$ cat src/design/addr_cfg.svh
////////////////////
// Address unit configuration.
// Reset values of the sixteen-bit pointers.
////////////////////
`ifndef ADDR_CFG_SVH
`define ADDR_CFG_SVH

// Program counter starts at the bottom of memory.
`define ADDR_PC_RESET 16'h0000

// Stack grows down from the top.
`define ADDR_SP_RESET 16'hFFFF

`endif

$ cat src/design/addrPkg.sv
////////////////////
// Address path types shared by the design and the testbench.
////////////////////
`default_nettype none

package addrPkg;

    // Address sources. The value is also the select line index.
    typedef enum logic [3:0] {
        PC      = 4'd0,
        SP      = 4'd1,
        BC      = 4'd2,
        DE      = 4'd3,
        HL      = 4'd4,
        IR      = 4'd5,
        DTEXDT  = 4'd6,
        OPOPOLD = 4'd7,
        ALU     = 4'd8,
        AOP     = 4'd9
    } addrSrcE;

    typedef enum logic [1:0] {
        LOAD    = 2'd0,
        EMIT    = 2'd1,
        EMITINC = 2'd2,
        EMITDEC = 2'd3
    } cmdOpE;

    typedef struct packed {
        cmdOpE       op;
        addrSrcE     src;
        logic [15:0] data;
    } addrCmdT;

    // Everything here is inverted, as on the internal buses.
    typedef struct packed {
        logic [7:0]  aN;
        logic [7:0]  bN;
        logic [7:0]  cN;
        logic [7:0]  dN;
        logic [7:0]  eN;
        logic [7:0]  hN;
        logic [7:0]  lN;
        logic [7:0]  iN;
        logic [7:0]  rN;
        logic [7:0]  dtN;
        logic [7:0]  dtexN;
        logic [7:0]  opN;
        logic [7:0]  opOldN;
        logic [15:0] pcN;
        logic [15:0] spN;
        logic [15:0] aluN;
    } regViewT;

    // Value is in true polarity.
    typedef struct packed {
        logic        en;
        addrSrcE     pair;
        logic [15:0] value;
    } regWriteT;

    // Active-low one-hot selects, bit order follows addrSrcE.
    typedef logic [9:0] selNT;

endpackage

`default_nettype wire

$ cat src/design/addressRegisterFile.sv
////////////////////
// Address register file: all address-source registers, stored inverted,
// with one pair-wide write port.
////////////////////
`default_nettype none
`timescale 1ns/1ps
`include "addr_cfg.svh"

module addressRegisterFile (
    input  logic              clk,
    input  logic              rstN,
    input  addrPkg::regWriteT regWrite,
    input  logic [15:0]       alu,
    output addrPkg::regViewT  regView
);
    import addrPkg::*;

    logic [7:0]  aN;
    logic [7:0]  bN;
    logic [7:0]  cN;
    logic [7:0]  dN;
    logic [7:0]  eN;
    logic [7:0]  hN;
    logic [7:0]  lN;
    logic [7:0]  iN;
    logic [7:0]  rN;
    logic [7:0]  dtN;
    logic [7:0]  dtexN;
    logic [7:0]  opN;
    logic [7:0]  opOldN;
    logic [15:0] pcN;
    logic [15:0] spN;

    // Incoming bytes, already flipped to storage polarity.
    logic [7:0] hiN;
    logic [7:0] loN;

    assign hiN = ~regWrite.value[15:8];
    assign loN = ~regWrite.value[7:0];

    always_ff @(posedge clk or negedge rstN) begin
        if (!rstN) begin
            aN     <= 8'hFF;
            bN     <= 8'hFF;
            cN     <= 8'hFF;
            dN     <= 8'hFF;
            eN     <= 8'hFF;
            hN     <= 8'hFF;
            lN     <= 8'hFF;
            iN     <= 8'hFF;
            rN     <= 8'hFF;
            dtN    <= 8'hFF;
            dtexN  <= 8'hFF;
            opN    <= 8'hFF;
            opOldN <= 8'hFF;
            pcN    <= ~`ADDR_PC_RESET;
            spN    <= ~`ADDR_SP_RESET;
        end else if (regWrite.en) begin
            // First register of a pair takes the high byte.
            case (regWrite.pair)
                PC: pcN <= {hiN, loN};
                SP: spN <= {hiN, loN};
                BC: begin
                    bN <= hiN;
                    cN <= loN;
                end
                DE: begin
                    dN <= hiN;
                    eN <= loN;
                end
                HL: begin
                    hN <= hiN;
                    lN <= loN;
                end
                IR: begin
                    iN <= hiN;
                    rN <= loN;
                end
                DTEXDT: begin
                    dtexN <= hiN;
                    dtN   <= loN;
                end
                OPOPOLD: begin
                    opN    <= hiN;
                    opOldN <= loN;
                end
                AOP: begin
                    aN  <= hiN;
                    opN <= loN;
                end
                default: ;  // ALU has no storage.
            endcase
        end
    end

    always_comb begin
        regView.aN     = aN;
        regView.bN     = bN;
        regView.cN     = cN;
        regView.dN     = dN;
        regView.eN     = eN;
        regView.hN     = hN;
        regView.lN     = lN;
        regView.iN     = iN;
        regView.rN     = rN;
        regView.dtN    = dtN;
        regView.dtexN  = dtexN;
        regView.opN    = opN;
        regView.opOldN = opOldN;
        regView.pcN    = pcN;
        regView.spN    = spN;
        regView.aluN   = ~alu;
    end

endmodule

`default_nettype wire

$ cat src/design/addressMux.sv
////////////////////
// Address mux: picks one of ten inverted sixteen-bit sources
// with active-low selects.
////////////////////
`default_nettype none
`timescale 1ns/1ps

module addressMux (
    input  addrPkg::regViewT regView,
    input  addrPkg::selNT    selN,
    output logic [15:0]      selectedAdN
);
    import addrPkg::*;

    // Each byte passes only when its select is low.
    logic [7:0] hiPc;
    logic [7:0] hiSp;
    logic [7:0] hiB;
    logic [7:0] hiD;
    logic [7:0] hiH;
    logic [7:0] hiI;
    logic [7:0] hiDtex;
    logic [7:0] hiOp;
    logic [7:0] hiAlu;
    logic [7:0] hiA;

    logic [7:0] loPc;
    logic [7:0] loSp;
    logic [7:0] loC;
    logic [7:0] loE;
    logic [7:0] loL;
    logic [7:0] loR;
    logic [7:0] loDt;
    logic [7:0] loOpOld;
    logic [7:0] loAlu;
    logic [7:0] loOp;

    assign hiPc   = ~(regView.pcN[15:8]  | {8{selN[PC]}});
    assign hiSp   = ~(regView.spN[15:8]  | {8{selN[SP]}});
    assign hiB    = ~(regView.bN         | {8{selN[BC]}});
    assign hiD    = ~(regView.dN         | {8{selN[DE]}});
    assign hiH    = ~(regView.hN         | {8{selN[HL]}});
    assign hiI    = ~(regView.iN         | {8{selN[IR]}});
    assign hiDtex = ~(regView.dtexN      | {8{selN[DTEXDT]}});
    assign hiOp   = ~(regView.opN        | {8{selN[OPOPOLD]}});
    assign hiAlu  = ~(regView.aluN[15:8] | {8{selN[ALU]}});
    assign hiA    = ~(regView.aN         | {8{selN[AOP]}});

    assign loPc    = ~(regView.pcN[7:0]  | {8{selN[PC]}});
    assign loSp    = ~(regView.spN[7:0]  | {8{selN[SP]}});
    assign loC     = ~(regView.cN        | {8{selN[BC]}});
    assign loE     = ~(regView.eN        | {8{selN[DE]}});
    assign loL     = ~(regView.lN        | {8{selN[HL]}});
    assign loR     = ~(regView.rN        | {8{selN[IR]}});
    assign loDt    = ~(regView.dtN       | {8{selN[DTEXDT]}});
    assign loOpOld = ~(regView.opOldN    | {8{selN[OPOPOLD]}});
    assign loAlu   = ~(regView.aluN[7:0] | {8{selN[ALU]}});
    // OP sits low when paired with A.
    assign loOp    = ~(regView.opN       | {8{selN[AOP]}});

    // Gated bytes are true values, so the OR is inverted back.
    assign selectedAdN[15:8] = ~(hiPc | hiSp | hiB | hiD | hiH |
                                 hiI | hiDtex | hiOp | hiAlu | hiA);
    assign selectedAdN[7:0]  = ~(loPc | loSp | loC | loE | loL |
                                 loR | loDt | loOpOld | loAlu | loOp);

endmodule

`default_nettype wire

$ cat src/design/addressSequencer.sv
////////////////////
// Address sequencer: command handshake, pair select, pair update
// and the registered outgoing address.
////////////////////
`default_nettype none
`timescale 1ns/1ps

module addressSequencer (
    input  logic              clk,
    input  logic              rstN,
    input  logic              cmdValid,
    input  addrPkg::addrCmdT  cmd,
    output logic              cmdReady,
    output addrPkg::selNT     selN,
    input  logic [15:0]       selectedAdN,
    output addrPkg::regWriteT regWrite,
    output logic              addrValid,
    output logic [15:0]       addressN,
    input  logic              addrReady
);
    import addrPkg::*;

    logic        accept;
    logic        isEmit;
    logic        writeBackOk;
    logic [15:0] pairValue;

    // Output slot frees up when empty or being drained.
    assign cmdReady = !addrValid || addrReady;
    assign accept   = cmdValid && cmdReady;
    assign isEmit   = (cmd.op != LOAD);

    // One select low, taken straight from the source code.
    assign selN = ~(10'b1 << cmd.src);

    assign pairValue = ~selectedAdN;

    // ALU, OP/OPold and A/OP are never stepped.
    assign writeBackOk = (cmd.src != ALU) && (cmd.src != OPOPOLD) && (cmd.src != AOP);

    always_comb begin
        regWrite.pair  = cmd.src;
        regWrite.en    = 1'b0;
        regWrite.value = cmd.data;
        case (cmd.op)
            LOAD: begin
                regWrite.en = accept && (cmd.src != ALU);
            end
            EMITINC: begin
                regWrite.en    = accept && writeBackOk;
                regWrite.value = pairValue + 16'd1;
            end
            EMITDEC: begin
                regWrite.en    = accept && writeBackOk;
                regWrite.value = pairValue - 16'd1;
            end
            default: ;
        endcase
    end

    always_ff @(posedge clk or negedge rstN) begin
        if (!rstN) begin
            addrValid <= 1'b0;
        end else if (accept && isEmit) begin
            addrValid <= 1'b1;
        end else if (addrReady) begin
            addrValid <= 1'b0;
        end
    end

    // Captures the value before any write-back on the same edge.
    always_ff @(posedge clk) begin
        if (accept && isEmit) begin
            addressN <= selectedAdN;
        end
    end

endmodule

`default_nettype wire

$ cat src/design/addressUnit.sv
////////////////////
// Address unit top: register file, source mux and sequencer.
////////////////////
`default_nettype none
`timescale 1ns/1ps

module addressUnit (
    input  logic             clk,
    input  logic             rstN,
    input  logic             cmdValid,
    input  addrPkg::addrCmdT cmd,
    output logic             cmdReady,
    input  logic [15:0]      alu,
    output logic             addrValid,
    output logic [15:0]      address,
    input  logic             addrReady
);
    import addrPkg::*;

    regWriteT    regWrite;
    regViewT     regView;
    selNT        selN;
    logic [15:0] selectedAdN;
    logic [15:0] addressN;

    addressRegisterFile uRegFile (
        .clk      (clk),
        .rstN     (rstN),
        .regWrite (regWrite),
        .alu      (alu),
        .regView  (regView)
    );

    addressMux uMux (
        .regView     (regView),
        .selN        (selN),
        .selectedAdN (selectedAdN)
    );

    addressSequencer uSeq (
        .clk         (clk),
        .rstN        (rstN),
        .cmdValid    (cmdValid),
        .cmd         (cmd),
        .cmdReady    (cmdReady),
        .selN        (selN),
        .selectedAdN (selectedAdN),
        .regWrite    (regWrite),
        .addrValid   (addrValid),
        .addressN    (addressN),
        .addrReady   (addrReady)
    );

    // Memory side sees the address true.
    assign address = ~addressN;

endmodule

`default_nettype wire

$ cat config.mk
export PLATFORM = sky130hd
export DESIGN_NAME = addressUnit
export DESIGN_NICKNAME = d
export VERILOG_FILES = /design/src/design/addrPkg.sv /design/src/design/addressRegisterFile.sv /design/src/design/addressMux.sv /design/src/design/addressSequencer.sv /design/src/design/addressUnit.sv
export VERILOG_INCLUDE_DIRS = /design/src /design/src/design
export SDC_FILE = /design/constraint.sdc
export NUM_CORES = 1
export LEC_CHECK = 0
export BUFFER_PORTS_ARGS = -buffer_cell sky130_fd_sc_hd__buf_2
export CORE_AREA = 2 2 128 130
export DETAILED_ROUTE_END_ITERATION = 8
export DIE_AREA = 0 0 130 132
export PLACE_DENSITY = 0.69
export SLEW_MARGIN = 20
export SYNTH_ARGS = -nofsm -noshare
export SYNTH_HDL_FRONTEND = slang
export SYNTH_SLANG_ARGS = --single-unit
$ cat constraint.sdc
create_clock -name clk -period 6.9 [get_ports clk]
set_clock_uncertainty 0.15 [all_clocks]
set_input_delay 1.38 -clock clk [delete_from_list [all_inputs] [get_ports clk]]
set_output_delay 1.38 -clock clk [all_outputs]
set_load 0.01 [all_outputs]
==> results of run 1 <==
[kinds of logic after synthesis]
family / Yosys count / synth area share (%)
buf+inv: 82 / 4.34
mux: 60 / 8.55
fa+ha+maj: 15 / 2.45
simple gates: 292 / 17.0
xor+xnor: 6 / 0.660
flops: 153 / 51.0
compound gates: 196 / 16.0
[registers in the layout, summed over array words and instances, names as in the netlist]
register         count
uRegFile.dtN         8
uRegFile.rN          8
uRegFile.bN          8
uRegFile.aN          8
uRegFile.dtexN       8
uRegFile.pcN        16
uSeq.addressN       16
uRegFile.hN          8
uRegFile.dN          8
uRegFile.lN          8
uRegFile.spN        16
uRegFile.eN          8
uSeq.addrValid       1
uRegFile.cN          8
uRegFile.iN          8
uRegFile.opOldN      8
uRegFile.opN         8
[cells in the mapped netlist (3+ instances only)]
master / number / area share, %
nand2_1: 159 / 7.5
o21ai_0: 51 / 3.2
a211oi_1: 8 / 0.75
clkbuf_1: 24 / 1.1
xnor2_1: 5 / 0.55
edfxtp_1: 16 / 6.0
mux2_2: 50 / 7.1
o31ai_1: 17 / 1.6
dfrtp_1: 17 / 5.3
buf_2: 12 / 0.75
nand2b_1: 4 / 0.31
or3_1: 6 / 0.47
inv_1: 39 / 1.8
or2_2: 4 / 0.31
buf_1: 3 / 0.14
nand4bb_1: 3 / 0.42
nor2_2: 3 / 0.24
nand3_1: 10 / 0.63
dfstp_2: 120 / 40
nor2b_1: 9 / 0.71
nor3b_1: 4 / 0.38
a21oi_1: 20 / 1.3
a21o_1: 9 / 0.85
o21a_1: 3 / 0.28
nor3_1: 17 / 1.1
nand3b_1: 3 / 0.28
mux2i_1: 7 / 0.88
o21bai_1: 3 / 0.28
ha_1: 14 / 2.2
o22ai_1: 57 / 4.5
nor2_1: 49 / 2.3
[metrics by stage]
step | worst slack [ns] | hold WS, ns | cell area (sq um) | std cells | utilization, %
after floorplan | 2.04 | 0.286 | 7960 | 804 | -
after global placement | 1.12 | 0.296 | 8420 | 1046 | 53.6
after detailed placement | 1.07 | 0.300 | 8420 | 1046 | 53.6
after CTS | 1.50 | 0.306 | 9050 | 1078 | 57.6
after global routing | 1.06 | 0.331 | 9050 | 1078 | 57.6
final | 1.34 | 0.307 | 9050 | 1078 | 57.6
[path summary, 6_finish.rpt]
check | startpoint | end | slack, ns | cells after the start
min | uRegFile.dtN[0] | uRegFile.dtN[0] | 0.31 | 2
min in group asynchronous | rstN | uRegFile.spN[2] | 0.90 | 1
max in group asynchronous | rstN | uRegFile.dN[7] | 4.60 | 2
min reg2reg | uRegFile.dtN[0] | uRegFile.dtN[0] | 0.31 | 2
max | cmd[18] | uRegFile.aN[0] | 1.34 | 15
max reg2reg | uRegFile.dtN[4] | uRegFile.spN[13] | 2.98 | 12
[power breakdown]
| group | internal [uW] | switching (uW) | leakage, uW |
|---|---|---|---|
| registers | 1300 | 144 | 0.00162 |
| clock network | 602 | 384 | 0.000299 |
| logic | 245 | 335 | 0.00199 |
[cell type report]
type / instances / area (sq um)
Sequential cell: 153 / 4060
Clock buffer: 23 / 519
Clock inverter: 9 / 109
Inverter: 39 / 146
Fill cell: 1394 / 6660
Multi-Input combinational cell: 569 / 3570
Timing Repair Buffer: 69 / 377
Tap cell: 216 / 270
[layer usage]
layer  wire [um]  global-route usage (%)  up-vias
met2       10500                    42.3      353
met3        2080                    6.53       72
met1        9990                    39.5     3176
met4         845                    10.7        0
li1            -                       -     2954
met5           0                       0        -
[worst register-to-register path: cells and delay by family, from the launching register on]
family,cells,cell delay (ns)
compound gates,7,1.24
fa+ha+maj,1,0.43
flops,1,0.53
mux,1,0.48
simple gates,3,0.94
==> out/qor.yml, run 1 <==
slowest_delay_ns: 0.81
slowest_stage: "nor4_2"
ys_warn_count: 0
clkTransAtPathRegs_ns: 0.07
wl_per_cell_um: 21.7
synth_area_sq_um: 7960
synthCells: 804
critical_path.top_delay_family: "simple AND/OR/NAND/NOR gates"
drive_gt1_share_pct: 34.6
outcome: "finished, final reports clean"
max-vdd-ir-drop_v: 0.000186
dieHeight_um: 132
io_pins: 60
die_area_sq_um: 17200
vias: 6555
drt_iter0_markers: 767
synth-seq-cells: 153
cts_resized: 0
cts_max_level: 4
synth-edff-count: 16
period_share_pct: 80.5
crit_chain: "buf_2 -> nor2b_1 -> nand2_1 -> o22ai_1 -> a211oi_1 -> nand2_1 -> inv_1 -> fa_1 -> nor2b_1 -> o21a_1 -> o21ai_0 -> o2bb2ai_1 -> and4b_1 -> nor4_2 -> mux2_2"
clock_path_buffers: 2
nets: 906
drv_cap: 0
mostFrequentLayoutCell: "nand2_1"
power.total_uw: 3010
yosysSeqAreaShare_pct: 51.0
ant_nets: 0
setup_viol: 0
syn2layout_area_growth_pct: 13.7
gp_congestion: 0.948
root_buffer: "clkbuf_16"
ys.flop_type: "dfstp_2"
worstPathRequired_ns: 7.13
numCtsBuffers: 17
path_buf_inv: 2
wirelength_um: 23400
initial_core_util_pct: 50.7
grt_usage_pct: 28.1
relSlewSlack_pct: 20.3
fmax_ghz: 0.180
cts_setup_buffers: 0
grt_pass1_vias: 6284
powerDensity_nw_per_um2: 332
startpoint_type: "input pin"
core_area_sq_um: 15700
arrival_ns: 5.79
die_w_um: 130
final_cell_mix: "nand2_1, dfstp_2, buf_2"
grt.overflow.total: 0
portBuffers: 59
leakage_uw: 0.00391
ys_types: 74
grt_max_degree: 95
clock_latency_ns: 0.44
syn-num-nets: 861
n_antenna_cell: 0
drv_slew: 0
min_path_type: "reg2reg"
synth_async_sr_flop_share_pct: 89.5
viasPerCell: 6.08
dp_hpwl_um: 15800
drc: 0
hold_buffers: 0
cts_sinks: 153
grt_pass1_wl_um: 36200
synth_area_per_cell_sq_um: 9.91
fp-row-count: 46
crit_type: "in2reg"
rsz0062_at_grt: "no"
min_period_ns: 5.56
hold_viol_final: 0
cts_tree: "done"
worstMarginPinSlew_ns: 1.19
worst-path-max-fanout: 18
fin_setup_tns_ns: 0
end_kind: "register"
first_pass_iters: 6
antenna_found_initial: 0
No activity file was read; power rests on OpenSTA's default activity.
==> run 2: changes to the inputs <==
- ABC_AREA: not set -> 1
- CORE_AREA: 2 2 128 130 -> 2 2 129 131
- DIE_AREA: 0 0 130 132 -> 0 0 131 133
- PLACE_DENSITY: 0.69 -> 0.71
- clock period: 6.9 -> 4.73 ns (I/O delays scaled with it)
==> run 2 against run 1 <==
  * Area after synthesis is essentially flat
  * Synthesized cell count rose by 25%
  * First-iteration DRC count down 8.3%
  * Combinational power increased by 35%
  * Critical endpoint is now uRegFile.opN[0]
  * Clock-buffer cell count increased by 3
  * Cell count up 22%
  * Cell area increased by 1.7%
  * Largest cell class unchanged
  * Power increased by 37%
  * Highest routed layer unchanged
  * Flip-flop and latch count unchanged
  * Die area grew 1.5%
==> out/qor.yml, run 2 <==
root_buffer: "clkbuf_16"
hold_ws_ns: 0.319
hold_start: "uRegFile.bN[7]"
synth_commonest_cells: "nand2_1, dfstp_2, inv_1"
synth_top_family_by_area: "simple AND/OR/NAND/NOR gates"
first_pass_iters: 5
fillCellCount: 1469
critical_path.top_delay_family: "compound AO/OA/AOI/OAI gates"
grt_max_degree: 97
relSlewSlack_pct: 41.1
synth_area_sq_um: 7970
final_cell_mix: "nand2_1, dfstp_2, inv_1"
grt_usage_pct: 27.7
synth_area_per_cell_sq_um: 7.92
io_pins: 60
vias: 7154
regArea_sq_um: 4060
seqPwrFrac_pct: 48.3
rsz0062_at_grt: "no"
dieHeight_um: 133
synthMuxAreaShare_pct: 0
p_sw_uw: 1200
crit_type: "in2reg"
worstPathRequired_ns: 4.94
nets: 1135
startpoint_type: "input pin"
multi_input_area_sq_um: 3360
syn2layout_area_growth_pct: 15.5
max-vdd-ir-drop_v: 0.000274
worst-path-max-fanout: 10
drv_slew: 0
slowest_stage: "nor4_1"
cts_max_level: 4
period_share_pct: 91.5
leakage_uw: 0.00451
ys.flop_type: "dfstp_2"
initial_core_util_pct: 49.3
drv_cap: 0
cts_setup_buffers: 0
ant_nets: 0
combPwrFrac_pct: 19.1
clkTransAtPathRegs_ns: 0.06
grt_pass1_vias: 6806
ys_types: 43
p_int_uw: 2910
clock_latency_ns: 0.43
synth_xor_area_share_pct: 0.110
numCtsBuffers: 17
cts_tree: "done"
synthCells: 1006
synth_top_area_cell: "dfstp_2"
final_cell_count_no_fill: 1311
synthAdderAreaFrac_pct: 2.45
reg2reg_from: "uRegFile.pcN[2]"
syn-num-nets: 1063
powerDensity_nw_per_um2: 446
n_antenna_cell: 0
switching_share_pct: 29.1
fin_setup_tns_ns: 0
path_buf_inv: 4
grt_pass1_wl_um: 36500
synth_area_leaders: "dfstp_2, nand2_1, edfxtp_1, dfrtp_1, inv_1"
fmax_ghz: 0.231
die_area_sq_um: 17400
drt_iter0_markers: 703
synthMostInstantiatedCell: "nand2_1"
wl_per_cell_um: 17.6
portBuffers: 59
hold_buffers: 0
min_path_type: "reg2reg"
yosys.area_share.simple_pct: 27.0
clock_path_buffers: 2
ys_warn_count: 0
worstMarginPinSlew_ns: 0.878
end_kind: "register"
arrival_ns: 4.53
synth_async_sr_flop_share_pct: 89.5
top_regs: "uRegFile.pcN: 16 flops, uRegFile.spN: 16 flops, uSeq.addressN: 16 flops"
fp-row-count: 47
antenna_found_initial: 0
drc: 0
core_area_sq_um: 16200
viasPerCell: 5.46
cts_resized: 0
synth_compound_area_share_pct: 12.5
hold_viol_final: 0
min_period_ns: 4.33
clkPwrFrac_pct: 32.5
slowest_delay_ns: 0.40
synth-seq-cells: 153
setup_viol: 0
synth-edff-count: 16
place_inst: 1279
gp_congestion: 0.928
dp_hpwl_um: 16900
yosysSeqAreaShare_pct: 50.9
wirelength_um: 23100
die_w_um: 131
yosys.area.top_type_share_pct: 39.6
grt.overflow.total: 0
crit_chain: "buf_2 -> nor2_1 -> nand2_2 -> buf_4 -> o22ai_1 -> a221oi_1 -> o211ai_1 -> nor4_1 -> inv_1 -> ha_1 -> a21o_1 -> inv_1 -> o21ai_0 -> a31oi_1 -> or2_2 -> nand3_1 -> o21ai_1 -> a21oi_1 -> a21oi_1"
mostFrequentLayoutCell: "nand2_1"
crit_start: "cmd[18]"
cts_sinks: 153
outcome: "finished, final reports clean"
drive_gt1_share_pct: 24.7
[run 2: cell types whose count changed after synthesis, moves of 9 or more]
cell | previous run | this run
nand2_1 | 159 | 343
nand3_1 | 10 | 44
o21ai_0 | 51 | 68
o21ai_1 | 1 | 18
inv_1 | 39 | 102
mux2_2 | 50 | 0
o31ai_1 | 17 | 1
nor2b_1 | 9 | 0
o22ai_1 | 57 | 40
nor2_1 | 49 | 77
[run 2: path summary, 6_finish.rpt]
kind / end / slack, ns / depth (start not counted)
min in group asynchronous: uRegFile.spN[1] / 0.46 / 1
min: uRegFile.bN[7] / 0.32 / 2
min reg2reg: uRegFile.bN[7] / 0.32 / 2
max reg2reg: uRegFile.opN[2] / 0.94 / 15
max: uRegFile.opN[0] / 0.40 / 19
max in group asynchronous: uRegFile.aN[2] / 2.88 / 2
[run 2: stage by stage]
stage / power, uW / setup WS (ns) / cell area [sq um] / util [%]
final: 4110 / 0.402 / 9200 / 56.9
after global routing: 4310 / 0.170 / 9200 / 56.9
after CTS: 4100 / 0.487 / 9200 / 56.9
after detailed placement: 2770 / 0.0610 / 8620 / 53.3
after global placement: 2740 / 0.135 / 8620 / 53.3
after floorplan: 2480 / 0.843 / 7970 / -
[run 2: layout make-up]
class                      instances  area share (%)
clock buffer                      26            5.66
tap                              220            2.99
multi-input combinational        710            36.5
timing repair buffer              86            5.62
inverter                         110            4.49
sequential                       153            44.1
clock inverter                     6           0.653
[run 2: power by group through the flow]
stage | logic, uW | registers (uW) | clock network, uW
6_report | 785 | 1990 | 1340
5_1_grt | 891 | 2020 | 1400
4_1_cts | 778 | 1980 | 1350
3_5_place_dp | 775 | 1990 | 0
3_3_place_gp | 750 | 1990 | 0
2_1_floorplan | 536 | 1950 | 0
[run 2: logic make-up after synthesis]
| family | after synthesis |
|---|---|
| fa+ha+maj | 15 |
| buf+inv | 143 |
| simple gates | 518 |
| compound gates | 176 |
| xor+xnor | 1 |
| flops | 153 |
[run 2: routing by layer]
layer / share of wire, % / GRT usage [%] / up-vias
met1: 44 / 38.9 / 3406
met3: 7.3 / 5.66 / 48
li1: - / - / 3405
met2: 46 / 42.2 / 295
met4: 3.1 / 10.8 / 0
met5: 0 / 0 / -
[run 2: worst register-to-register path: cells and delay by family, from the launching register on]
family | cells | cell delay (ns)
buf+inv | 1 | 0.09
simple gates | 5 | 0.89
flops | 1 | 0.53
compound gates | 8 | 1.67
fa+ha+maj | 1 | 0.36
==> run 3: changes to the inputs <==
- PLACE_DENSITY: 0.71 -> 0.68
- clock period: 4.73 -> 4.46 ns (I/O delays scaled with it)
==> run 3 against run 2 <==
  * Sequential share of layout area down 0.60 points
  * Core utilization is 0.78 points higher
  * Critical endpoint is now uRegFile.hN[2]
  * Register-to-register slack got worse by 0.13 ns
==> out/qor.yml, run 3 (synthesized netlist as in run 2, its figures left out) <==
met2_usage_pct: 42.7
powerDensity_nw_per_um2: 477
leakage_uw: 0.00457
core_area_sq_um: 16200
clkTransAtPathRegs_ns: 0.06
fin_setup_tns_ns: 0
arrival_ns: 4.34
startpoint_type: "input pin"
grt_pass1_vias: 6789
crit_type: "in2reg"
dp_hpwl_um: 17200
cts_max_level: 4
drc: 0
io_pins: 60
drv_slew: 0
die_w_um: 131
slowest_stage: "a221o_1"
drt_iter0_markers: 667
gp_congestion: 0.909
root_buffer: "clkbuf_16"
fp-row-count: 47
hold_viol_final: 0
cts_sinks: 153
max-vdd-ir-drop_v: 0.000271
regArea_sq_um: 4060
min_path_type: "reg2reg"
period_share_pct: 92.8
worstPathRequired_ns: 4.66
crit_chain: "buf_2 -> inv_1 -> nor2_2 -> buf_4 -> nand2_1 -> inv_1 -> a221o_1 -> nor2_1 -> inv_1 -> ha_1 -> a21oi_1 -> o21ai_0 -> buf_4 -> a31oi_1 -> o21ai_0 -> nand2_1 -> inv_1 -> o21ai_0 -> nand2_2 -> nand2_1 -> o21ai_0"
ant_nets: 0
final_cell_mix: "nand2_1, dfstp_2, inv_1"
wirelength_um: 23500
antenna_found_initial: 0
wl_per_cell_um: 17.8
clock_path_buffers: 2
slowest_delay_ns: 0.40
fmax_ghz: 0.242
setup_viol: 0
vias: 7153
end_kind: "register"
top_regs: "uRegFile.pcN: 16 flops, uRegFile.spN: 16 flops, uSeq.addressN: 16 flops"
dieHeight_um: 133
nets: 1148
design_area_sq_um: 9330
drive_gt1_share_pct: 26.0
n_antenna_cell: 0
die_area_sq_um: 17400
grt_usage_pct: 28.4
initial_core_util_pct: 49.3
fillCellCount: 1497
multi_input_area_sq_um: 3370
clock_latency_ns: 0.43
syn2layout_area_growth_pct: 17.0
cts_setup_buffers: 0
grtUsageMet3_pct: 5.82
mostFrequentLayoutCell: "nand2_1"
first_pass_iters: 8
dpl-instance-area_sq_um: 8720
grt_max_degree: 83
portBuffers: 59
min_period_ns: 4.14
numCtsBuffers: 17
rsz0062_at_grt: "no"
busiest_layer: "met2"
cts_tree: "done"
met1_usage_pct: 40.6
relSlewSlack_pct: 42.6
grt.overflow.total: 0
viasPerCell: 5.40
outcome: "finished, final reports clean"
worst-path-max-fanout: 9
grt_pass1_wl_um: 37100
drv_cap: 0
worstMarginPinSlew_ns: 0.856
## run 3: cell types whose count changed in the layout (fill, tap and decap cells not counted), sizes merged
cell and change:
clkbuf -9, clkinvlp +2, inv +1, buf +13, clkinv +4, bufinv +2
## run 3: final cells by class
class | count | area share, %
clock buffer | 17 | 4.56
timing repair buffer | 99 | 6.59
tap | 220 | 2.95
multi-input combinational | 710 | 36.1
clock inverter | 15 | 1.88
sequential | 153 | 43.5
inverter | 110 | 4.43
## run 3: metrics by stage
step                      power, uW  util (%)  worst slack [ns]  std cells  hold slack (ns)
after floorplan                2630         -             0.627       1006            0.294
after global placement         2940      53.9          -0.00723       1292            0.304
after detailed placement       2970      53.9           -0.0560       1292            0.308
after CTS                      4440      57.6             0.391       1324            0.319
after global routing           4660      57.7            0.0209       1324            0.326
final                          4450      57.7             0.320       1324            0.319
## run 3: power breakdown
group | internal (uW) | switching [uW]
registers | 1930 | 180
logic | 314 | 543
clock network | 879 | 602
## run 3: critical path: cells and delay by family
kind                       cells  cell delay (ns)
AOI/OAI and AO/OA              7             1.39
adders and majority gates      1             0.37
buffers and inverters          7             0.81
and+or+nand+nor                6             0.87
## run 3: metal layers
metal  vias up  share of wire, %
met1      3383                45
met2       288                45
met3        43               6.5
li1       3439                 -
met4         0               2.9
met5         -                 0
## run 3: final timing paths
path	slack (ns)	endpoint	from	depth (start not counted)
setup / recovery	0.32	uRegFile.hN[2]	cmd[16]	21
hold / removal	0.32	uRegFile.bN[0]	uRegFile.bN[0]	2
setup reg to reg	0.81	uRegFile.hN[2]	uRegFile.pcN[2]	16
hold reg to reg	0.32	uRegFile.bN[0]	uRegFile.bN[0]	2
max in group asynchronous	2.80	uRegFile.rN[6]	rstN	2
min in group asynchronous	0.35	uRegFile.spN[0]	rstN	1
## run 3: what timing repair did
item                                    4_1_cts  5_1_grt
hold buffers                                  0        0
endpoints found under the setup margin        0        4
gates resized for setup                       0        2
